File: config.mk
export PLATFORM = sky130hd
export DESIGN_NAME = rv_pipeline_top
export DESIGN_NICKNAME = d
export VERILOG_FILES = /design/src/logic/rv_pkg.sv /design/src/logic/rv_regfile.sv /design/src/logic/rv_decode_stage.sv /design/src/logic/rv_execute_stage.sv /design/src/logic/rv_retire_stage.sv /design/src/logic/rv_pipeline_top.sv
export SDC_FILE = /design/constraint.sdc
export NUM_CORES = 2
export LEC_CHECK = 0
export BUFFER_PORTS_ARGS = -buffer_cell sky130_fd_sc_hd__buf_2
export CAP_MARGIN = 40
export CORE_UTILIZATION = 35
export CTS_CLUSTER_DIAMETER = 200
export CTS_CLUSTER_SIZE = 14
export DETAILED_ROUTE_END_ITERATION = 10
export GPL_TIMING_DRIVEN = 1
export PLACE_DENSITY_LB_ADDON = 0.3
export SYNTH_ARGS = -nofsm -noshare
export SYNTH_HDL_FRONTEND = slang
export SYNTH_SLANG_ARGS = --single-unit
File: constraint.sdc
create_clock -name clk -period 9.1 [get_ports clk]
set_clock_uncertainty 0.1 [all_clocks]
set_input_delay 0.455 -clock clk [delete_from_list [all_inputs] [get_ports clk]]
set_output_delay 0.455 -clock clk [all_outputs]
set_load 0.01 [all_outputs]
File: src/logic/rv_pkg.sv
package rv_pkg;

  // register and data width
  localparam int xlen = 32;

  // register values and instruction words
  typedef logic [xlen-1:0] word_t;

  // register index into the architectural file
  typedef logic [4:0] reg_addr_t;

  // major opcodes of the kept instructions
  localparam logic [6:0] op_lui     = 7'b01_101_11;
  localparam logic [6:0] op_reg_imm = 7'b00_100_11;
  localparam logic [6:0] op_reg_reg = 7'b01_100_11;
  localparam logic [6:0] op_system  = 7'b11_100_11;

  // funct3 values shared by the immediate and register forms
  localparam logic [2:0] f3_add = 3'b000;
  localparam logic [2:0] f3_xor = 3'b100;
  localparam logic [2:0] f3_or  = 3'b110;
  localparam logic [2:0] f3_and = 3'b111;

  // funct7 values for the register-register group
  localparam logic [6:0] f7_base = 7'b000_0000;
  localparam logic [6:0] f7_sub  = 7'b010_0000;

  // only exact encoding of ecall, every other field zero
  localparam word_t ecall_word = 32'h0000_0073;

  // alu operations, pass_b serves lui
  typedef enum logic [2:0] {
    alu_add,
    alu_sub,
    alu_xor,
    alu_or,
    alu_and,
    alu_pass_b
  } alu_op_e;

  // decoded instruction as handed from decode to execute
  typedef struct packed {
    logic      valid;
    word_t     insn;
    reg_addr_t rd;
    reg_addr_t rs1;
    reg_addr_t rs2;
    // already qualified by valid and rd != 0
    logic      writes_rd;
    // second alu operand from imm instead of rs2
    logic      uses_imm;
    // sign-extended i-type or upper-shifted u-type
    word_t     imm;
    alu_op_e   alu_op;
    logic      is_ecall;
  } uop_t;

endpackage

File: src/logic/rv_regfile.sv
`timescale 1ns/1ps

module rv_regfile #(
  parameter int reg_count = 32
) (
  input  logic              clk,
  input  logic              rst,
  input  rv_pkg::reg_addr_t rs1_addr,
  input  rv_pkg::reg_addr_t rs2_addr,
  input  logic              wr_en,
  input  rv_pkg::reg_addr_t wr_addr,
  input  rv_pkg::word_t     wr_data,
  output rv_pkg::word_t     rs1_data,
  output rv_pkg::word_t     rs2_data
);

  rv_pkg::word_t regs [reg_count];

  // write at the edge
  // wr_en never arrives for x0, so entry zero keeps its reset value
  always_ff @(posedge clk) begin
    if (rst) begin
      for (int i = 0; i < reg_count; i++) begin
        regs[i] <= '0;
      end
    end else if (wr_en) begin
      regs[wr_addr] <= wr_data;
    end
  end

  // combinational reads
  // same-cycle retire write wins over the stored value
  assign rs1_data = (wr_en && wr_addr == rs1_addr) ? wr_data : regs[rs1_addr];
  assign rs2_data = (wr_en && wr_addr == rs2_addr) ? wr_data : regs[rs2_addr];

endmodule

File: src/logic/rv_decode_stage.sv
`timescale 1ns/1ps

module rv_decode_stage (
  input  logic              clk,
  input  logic              rst,
  input  logic              insn_valid,
  input  rv_pkg::word_t     insn,
  input  rv_pkg::word_t     rs1_data,
  input  rv_pkg::word_t     rs2_data,
  output logic              insn_ready,
  output rv_pkg::reg_addr_t rs1_addr,
  output rv_pkg::reg_addr_t rs2_addr,
  output rv_pkg::uop_t      dx_uop,
  output rv_pkg::word_t     rs1_val,
  output rv_pkg::word_t     rs2_val
);

  logic          accept;
  logic          dr_valid;
  rv_pkg::word_t dr_insn;

  logic [6:0]        opcode;
  logic [2:0]        funct3;
  logic [6:0]        funct7;
  rv_pkg::reg_addr_t rd;
  rv_pkg::word_t     imm_i;
  rv_pkg::word_t     imm_u;
  // word is one of the kept arithmetic forms or lui
  logic              known;

  assign accept = insn_valid && insn_ready;

  // decode register valid and input handshake
  // ready drops for good once ecall is taken in
  always_ff @(posedge clk) begin
    if (rst) begin
      dr_valid   <= 1'b0;
      insn_ready <= 1'b1;
    end else begin
      dr_valid <= accept;
      if (accept && insn == rv_pkg::ecall_word) begin
        insn_ready <= 1'b0;
      end
    end
  end

  // instruction word, only meaningful with dr_valid
  always_ff @(posedge clk) begin
    if (accept) begin
      dr_insn <= insn;
    end
  end

  // field split
  assign opcode = dr_insn[6:0];
  assign rd     = dr_insn[11:7];
  assign funct3 = dr_insn[14:12];
  assign funct7 = dr_insn[31:25];

  // i-type sign extended, u-type placed in the upper 20 bits
  assign imm_i = {{20{dr_insn[31]}}, dr_insn[31:20]};
  assign imm_u = {dr_insn[31:12], 12'b0};

  // register file read straight from the source fields
  // lui and i-type read junk here, execute ignores it
  assign rs1_addr = dr_insn[19:15];
  assign rs2_addr = dr_insn[24:20];
  assign rs1_val  = rs1_data;
  assign rs2_val  = rs2_data;

  always_comb begin
    known         = 1'b0;
    dx_uop        = '0;
    dx_uop.valid  = dr_valid;
    dx_uop.insn   = dr_insn;
    dx_uop.rd     = rd;
    dx_uop.rs1    = rs1_addr;
    dx_uop.rs2    = rs2_addr;
    dx_uop.imm    = imm_i;
    dx_uop.alu_op = rv_pkg::alu_add;
    case (opcode)
      rv_pkg::op_lui: begin
        known           = 1'b1;
        dx_uop.uses_imm = 1'b1;
        dx_uop.imm      = imm_u;
        dx_uop.alu_op   = rv_pkg::alu_pass_b;
      end
      rv_pkg::op_reg_imm: begin
        known           = 1'b1;
        dx_uop.uses_imm = 1'b1;
        case (funct3)
          rv_pkg::f3_add: dx_uop.alu_op = rv_pkg::alu_add;
          rv_pkg::f3_xor: dx_uop.alu_op = rv_pkg::alu_xor;
          rv_pkg::f3_or:  dx_uop.alu_op = rv_pkg::alu_or;
          rv_pkg::f3_and: dx_uop.alu_op = rv_pkg::alu_and;
          // shifts and compares fall through as no-ops
          default:        known = 1'b0;
        endcase
      end
      rv_pkg::op_reg_reg: begin
        known = 1'b1;
        if (funct7 == rv_pkg::f7_sub && funct3 == rv_pkg::f3_add) begin
          dx_uop.alu_op = rv_pkg::alu_sub;
        end else if (funct7 == rv_pkg::f7_base) begin
          case (funct3)
            rv_pkg::f3_add: dx_uop.alu_op = rv_pkg::alu_add;
            rv_pkg::f3_xor: dx_uop.alu_op = rv_pkg::alu_xor;
            rv_pkg::f3_or:  dx_uop.alu_op = rv_pkg::alu_or;
            rv_pkg::f3_and: dx_uop.alu_op = rv_pkg::alu_and;
            default:        known = 1'b0;
          endcase
        end else begin
          // mul/div and other funct7 values
          known = 1'b0;
        end
      end
      rv_pkg::op_system: begin
        dx_uop.is_ecall = dr_valid && dr_insn == rv_pkg::ecall_word;
      end
      default: begin
        known = 1'b0;
      end
    endcase
    // x0 destination never writes, so no later stage checks rd again
    dx_uop.writes_rd = dr_valid && known && rd != '0;
  end

endmodule

File: src/logic/rv_execute_stage.sv
`timescale 1ns/1ps

module rv_execute_stage (
  input  logic              clk,
  input  logic              rst,
  input  rv_pkg::uop_t      dx_uop,
  input  rv_pkg::word_t     rs1_val,
  input  rv_pkg::word_t     rs2_val,
  input  logic              w_valid,
  input  rv_pkg::reg_addr_t w_rd,
  input  logic              w_writes_rd,
  input  rv_pkg::word_t     w_result,
  output logic              m_valid,
  output rv_pkg::word_t     m_insn,
  output rv_pkg::reg_addr_t m_rd,
  output logic              m_writes_rd,
  output rv_pkg::word_t     m_result,
  output logic              m_is_ecall
);

  rv_pkg::uop_t  ex_uop;
  rv_pkg::word_t ex_rs1_val;
  rv_pkg::word_t ex_rs2_val;
  rv_pkg::word_t op_a;
  rv_pkg::word_t rs2_fwd;
  rv_pkg::word_t op_b;
  rv_pkg::word_t alu_out;

  // execute register, cleared so no stale valid survives reset
  always_ff @(posedge clk) begin
    if (rst) begin
      ex_uop <= '0;
    end else begin
      ex_uop <= dx_uop;
    end
  end

  // operand values as read in decode
  always_ff @(posedge clk) begin
    ex_rs1_val <= rs1_val;
    ex_rs2_val <= rs2_val;
  end

  // forwarding, memory stage is younger so it goes first
  always_comb begin
    if (m_valid && m_writes_rd && m_rd == ex_uop.rs1) begin
      op_a = m_result;
    end else if (w_valid && w_writes_rd && w_rd == ex_uop.rs1) begin
      op_a = w_result;
    end else begin
      op_a = ex_rs1_val;
    end
    if (m_valid && m_writes_rd && m_rd == ex_uop.rs2) begin
      rs2_fwd = m_result;
    end else if (w_valid && w_writes_rd && w_rd == ex_uop.rs2) begin
      rs2_fwd = w_result;
    end else begin
      rs2_fwd = ex_rs2_val;
    end
  end

  // immediate forms take imm as second operand
  assign op_b = ex_uop.uses_imm ? ex_uop.imm : rs2_fwd;

  always_comb begin
    case (ex_uop.alu_op)
      rv_pkg::alu_add:    alu_out = op_a + op_b;
      rv_pkg::alu_sub:    alu_out = op_a - op_b;
      rv_pkg::alu_xor:    alu_out = op_a ^ op_b;
      rv_pkg::alu_or:     alu_out = op_a | op_b;
      rv_pkg::alu_and:    alu_out = op_a & op_b;
      // lui result is the shifted immediate
      rv_pkg::alu_pass_b: alu_out = op_b;
      default:            alu_out = op_a + op_b;
    endcase
  end

  // memory-stage register, only carries the result onward
  always_ff @(posedge clk) begin
    if (rst) begin
      m_valid     <= 1'b0;
      m_writes_rd <= 1'b0;
      m_is_ecall  <= 1'b0;
    end else begin
      m_valid     <= ex_uop.valid;
      m_writes_rd <= ex_uop.writes_rd;
      m_is_ecall  <= ex_uop.is_ecall;
    end
  end

  always_ff @(posedge clk) begin
    m_insn   <= ex_uop.insn;
    m_rd     <= ex_uop.rd;
    m_result <= alu_out;
  end

endmodule

File: src/logic/rv_retire_stage.sv
`timescale 1ns/1ps

module rv_retire_stage (
  input  logic              clk,
  input  logic              rst,
  input  logic              m_valid,
  input  rv_pkg::word_t     m_insn,
  input  rv_pkg::reg_addr_t m_rd,
  input  logic              m_writes_rd,
  input  rv_pkg::word_t     m_result,
  input  logic              m_is_ecall,
  output logic              w_valid,
  output rv_pkg::reg_addr_t w_rd,
  output logic              w_writes_rd,
  output rv_pkg::word_t     w_result,
  output logic              retire_valid,
  output rv_pkg::word_t     retire_insn,
  output rv_pkg::reg_addr_t retire_rd,
  output logic              retire_we,
  output rv_pkg::word_t     retire_data,
  output logic              halt
);

  rv_pkg::word_t w_insn;

  // retire register control bits
  // halt set on the same edge the ecall enters, then sticks
  always_ff @(posedge clk) begin
    if (rst) begin
      w_valid     <= 1'b0;
      w_writes_rd <= 1'b0;
      halt        <= 1'b0;
    end else begin
      w_valid     <= m_valid;
      w_writes_rd <= m_writes_rd;
      halt        <= halt || (m_valid && m_is_ecall);
    end
  end

  always_ff @(posedge clk) begin
    w_insn   <= m_insn;
    w_rd     <= m_rd;
    w_result <= m_result;
  end

  // trace view of the retire register
  // data shown even for non-writing instructions
  assign retire_valid = w_valid;
  assign retire_insn  = w_insn;
  assign retire_rd    = w_rd;
  assign retire_we    = w_writes_rd;
  assign retire_data  = w_result;

endmodule

File: src/logic/rv_pipeline_top.sv
`timescale 1ns/1ps

module rv_pipeline_top #(
  parameter int reg_count = 32
) (
  input  logic              clk,
  input  logic              rst,
  input  logic              insn_valid,
  input  rv_pkg::word_t     insn,
  output logic              insn_ready,
  output logic              retire_valid,
  output rv_pkg::word_t     retire_insn,
  output rv_pkg::reg_addr_t retire_rd,
  output logic              retire_we,
  output rv_pkg::word_t     retire_data,
  output logic              halt
);

  // register file read port
  rv_pkg::reg_addr_t rs1_addr;
  rv_pkg::reg_addr_t rs2_addr;
  rv_pkg::word_t     rs1_data;
  rv_pkg::word_t     rs2_data;

  // decode to execute
  rv_pkg::uop_t  dx_uop;
  rv_pkg::word_t rs1_val;
  rv_pkg::word_t rs2_val;

  // memory-stage register
  logic              m_valid;
  rv_pkg::word_t     m_insn;
  rv_pkg::reg_addr_t m_rd;
  logic              m_writes_rd;
  rv_pkg::word_t     m_result;
  logic              m_is_ecall;

  // retire register, doubles as write port and forwarding source
  logic              w_valid;
  rv_pkg::reg_addr_t w_rd;
  logic              w_writes_rd;
  rv_pkg::word_t     w_result;

  rv_decode_stage decode (
    .clk        (clk),
    .rst        (rst),
    .insn_valid (insn_valid),
    .insn       (insn),
    .rs1_data   (rs1_data),
    .rs2_data   (rs2_data),
    .insn_ready (insn_ready),
    .rs1_addr   (rs1_addr),
    .rs2_addr   (rs2_addr),
    .dx_uop     (dx_uop),
    .rs1_val    (rs1_val),
    .rs2_val    (rs2_val)
  );

  rv_execute_stage execute (
    .clk         (clk),
    .rst         (rst),
    .dx_uop      (dx_uop),
    .rs1_val     (rs1_val),
    .rs2_val     (rs2_val),
    .w_valid     (w_valid),
    .w_rd        (w_rd),
    .w_writes_rd (w_writes_rd),
    .w_result    (w_result),
    .m_valid     (m_valid),
    .m_insn      (m_insn),
    .m_rd        (m_rd),
    .m_writes_rd (m_writes_rd),
    .m_result    (m_result),
    .m_is_ecall  (m_is_ecall)
  );

  rv_retire_stage retire (
    .clk          (clk),
    .rst          (rst),
    .m_valid      (m_valid),
    .m_insn       (m_insn),
    .m_rd         (m_rd),
    .m_writes_rd  (m_writes_rd),
    .m_result     (m_result),
    .m_is_ecall   (m_is_ecall),
    .w_valid      (w_valid),
    .w_rd         (w_rd),
    .w_writes_rd  (w_writes_rd),
    .w_result     (w_result),
    .retire_valid (retire_valid),
    .retire_insn  (retire_insn),
    .retire_rd    (retire_rd),
    .retire_we    (retire_we),
    .retire_data  (retire_data),
    .halt         (halt)
  );

  // writes_rd already implies a valid instruction
  rv_regfile #(
    .reg_count (reg_count)
  ) rf (
    .clk      (clk),
    .rst      (rst),
    .rs1_addr (rs1_addr),
    .rs2_addr (rs2_addr),
    .wr_en    (w_writes_rd),
    .wr_addr  (w_rd),
    .wr_data  (w_result),
    .rs1_data (rs1_data),
    .rs2_data (rs2_data)
  );

endmodule

==> run summary <==
reg2reg setup slack = 2030 ps
dominant synthesized flop cell = edfxtp_1
Initial Utilization = 0.352
initial antenna violation count = 17
Logic pwr share = 0.246
footprint of the multi-input gates = 29400 um2
routability cong. = 0.908
actual slew at the worst max-slew pin = 984 ps
Int Power = 0.0104 W
sequential share of power = 0.471
first-pass GRT wire length = 328000 um
Wirelength per Cell = 31.4 um
Leak = 27.4 nW
Die H = 445 um
root buf cell = clkbuf_16
Pwr Density = 206 nW/um2
via count = 43.4k
die area = 198000 um2
count of different cell masters after synthesis = 77
FMAX = 141 MHz
Max Cap Viol = 0
global route overflow = 0
Yosys reg bits = 1336
Detailed Route Iter0 Violations = 5875
HPWL after detailed placement = 143000 um
layout cell share with drive strength beyond 1 = 0.237
startpoint types = register
Slew Limit Fails = 0
row count = 162
worst-path cell chain = xnor2_1 -> and4_1 -> nand2_1 -> a211oi_1 -> o31a_1 -> nand4_4 -> nor4_4 -> a31oi_1 -> xnor2_1 -> ha_1 -> nand2_1 -> o21ai_0 -> o21bai_1 -> a221o_1 -> a31oi_1 -> o31a_1 -> o21a_1 -> xnor2_1 -> mux2_2 -> o211ai_2
vias in the first global route = 42.8k
cell mode on critical path = xnor2_1
final setup TNS = 0 ps
Gate Count Post-Synth = 4838
clk_lat worst skew = 770 ps
CP arrival = 7670 ps
critical path's top delay family = compound AO/OA/AOI/OAI gates
Core ar. = 195000 um2
Slowest cell on crit path = nand2_1
CP Max Fanout = 17
IO Port Bufs = 107
vias per inst = 5.81
RSZ-0062 raised after global routing = false
drt first pass iters = 5
area growth from synthesis to layout = 10.2%
wirelength, routed = 234000 um
io pins = 108
Remaining DRCs = 0
CTS H-tree lvls = 3
final worst-path cycle share = 0.777
post-detailed-route count of antenna-violating nets = 0
Crit path buffers/inverters = 0
CP Class = reg -> reg
fillers = 18.2k
Setup-failing EPs final = 0
Hold Path Class = in -> reg
width of the chip = 445 um
switch share = 0.332
Switching Power = 0.00518 W
sequential area share after synthesis = 0.543
Reg area = 37400 um2
Cell Area, Synth = 68700 um2
clock tree from TritonCTS = built
NumNets Final = 4916
part of the power in the clock network = 0.284
final hold slack = 208 ps
TritonCTS Buffers = 105
maximum clock insertion buffer count = 3
clock slew seen by the registers of the worst setup and hold paths = 80 ps
Worst Path Required = 9700 ps
fin crit period = 7070 ps
Worst Setup End Kind = register
syn_area_per_cell = 14.2 um2
Post-Syn Nets = 4970
Total Routing Usage GR = 0.234
Post-synth EDFFs = 1056
Synth async-reset ratio = 0
CP max stage delay = 710 ps
Synth warnings = 0
Max VDD drop = 0.152 mV
Max-slew headroom = 0.344
status = finished, final reports clean
CTS Sinks = 1336
Hold Vio Cnt, Final = 0
pin count of the biggest net entering global routing = 113
cells in the final DEF (no fill, tap or decap), drive strengths merged, types with 120 or more instances in the layout:
cell type	instances
o21ai	132
clkbuf	161
edfxtp	1056
and2	904
mux4	640
mux2i	120
buf	277
nor3	164
nand2	140
dfxtp	280
nor2	166
final cells by class:
| type | instances | area share |
|---|---|---|
| clock buffers | 158 | 0.0376 |
| flip-flops and latches | 1336 | 0.493 |
| inverters | 107 | 0.00530 |
| diodes | 7 | 0.000231 |
| clock inverters | 7 | 0.00182 |
| multi-input cells | 2922 | 0.388 |
| well taps | 2624 | 0.0434 |
| repair buffers | 312 | 0.0308 |
final timing paths:
kind / startpoint / endpoint / depth (start not counted)
max: retire.retire_rd[3]$_DFF_P_ / execute.m_result[31]$_DFF_P_ / 20
min: insn_valid / decode.dr_valid$_SDFF_PP0_ / 3
max reg2reg: retire.retire_rd[3]$_DFF_P_ / execute.m_result[31]$_DFF_P_ / 20
min reg2reg: execute.m_insn[12]$_DFF_P_ / retire.retire_insn[12]$_DFF_P_ / 0
power by group through the flow:
stage / clock, W / combinational (W) / sequential, W
after floorplan: 0 / 0.00214 / 0.00737
after global placement: 0 / 0.00369 / 0.00747
after detailed placement: 0 / 0.00376 / 0.00746
after CTS: 0.00447 / 0.00378 / 0.00733
after global routing: 0.00469 / 0.00403 / 0.00738
final: 0.00442 / 0.00383 / 0.00734
synth_stat cells, types with 25 or more instances:
cell	n	area, um2
or2_2	33	206
a211oi_1	25	188
nor2b_1	35	219
nor2_1	166	623
edfxtp_1	1056	31700
xnor2_1	55	482
nand3_1	33	165
a21oi_1	92	460
nand2_1	139	522
and2_1	904	5660
dfxtp_1	280	5610
xor2_1	28	245
mux2i_1	120	1200
mux4_2	640	14400
nor3_1	164	821
inv_1	102	383
ha_1	96	1200
o21ai_0	129	646
clkbuf_1	385	1450
a21o_1	50	375
buf_1	74	278
worst register-to-register path: cells and delay by family, from the launching register on:
kind	cells	cell delay [ps]
AO/OA/AOI/OAI	10	2690
AND/OR/NAND/NOR	5	2260
multiplexers	1	380
XOR/XNOR	3	550
adder cells (fa/ha/maj)	1	370
flip-flops	1	660
flip-flops by register name (all words and copies together), names as in the netlist, 4 cells and up, named ones only:
signal and cells:
retire.retire_rd 4, execute.ex_uop 70, decode.dr_insn 32, execute.ex_rs2_val 32
retire.retire_insn 28, rf.regs 1024, execute.m_result 32, execute.m_insn 32
retire.retire_data 32, execute.ex_rs1_val 32
through the flow:
stage	cell area, um2	utilization	setup WS [ps]	power [W]	instances
6_report	75700	0.388	2030	0.0156	7473
5_1_grt	75700	0.388	1670	0.0161	7467
4_1_cts	75700	0.388	2140	0.0156	7460
3_5_place_dp	72400	0.371	2190	0.0112	7263
3_3_place_gp	72100	0.370	2370	0.0112	7245
2_1_floorplan	68700	-	3870	0.00951	4838
kinds of logic (layout without fill, tap and decap cells):
| family | after synthesis | after routing | share of synthesized area |
|---|---|---|---|
| compound gates | 412 | 412 | 0.0388 |
| xor+xnor | 83 | 83 | 0.0106 |
| fa+ha+maj | 97 | 97 | 0.0178 |
| buf+inv | 580 | 584 | 0.0322 |
| flops | 1336 | 1336 | 0.543 |
| mux | 771 | 771 | 0.229 |
| other cells | 0 | 7 | 0 |
| simple gates | 1559 | 1559 | 0.128 |
per-layer routing:
layer  vias to the layer above  global-route usage  routed length (um)
li1                      18100                   -                   -
met4                         0              0.0752                8150
met3                       366              0.0620               26700
met1                     22500               0.320               93500
met2                      2424               0.361              106000
met5                         -                   0                   0
what timing repair did:
action	in CTS	in global routing
hold buffers	32	0
gates resized for setup	0	0
endpoints found under the hold margin	43	0
setup buffers	0	0
endpoints found under the setup margin	0	0
Power figures use the tool's default switching activity.
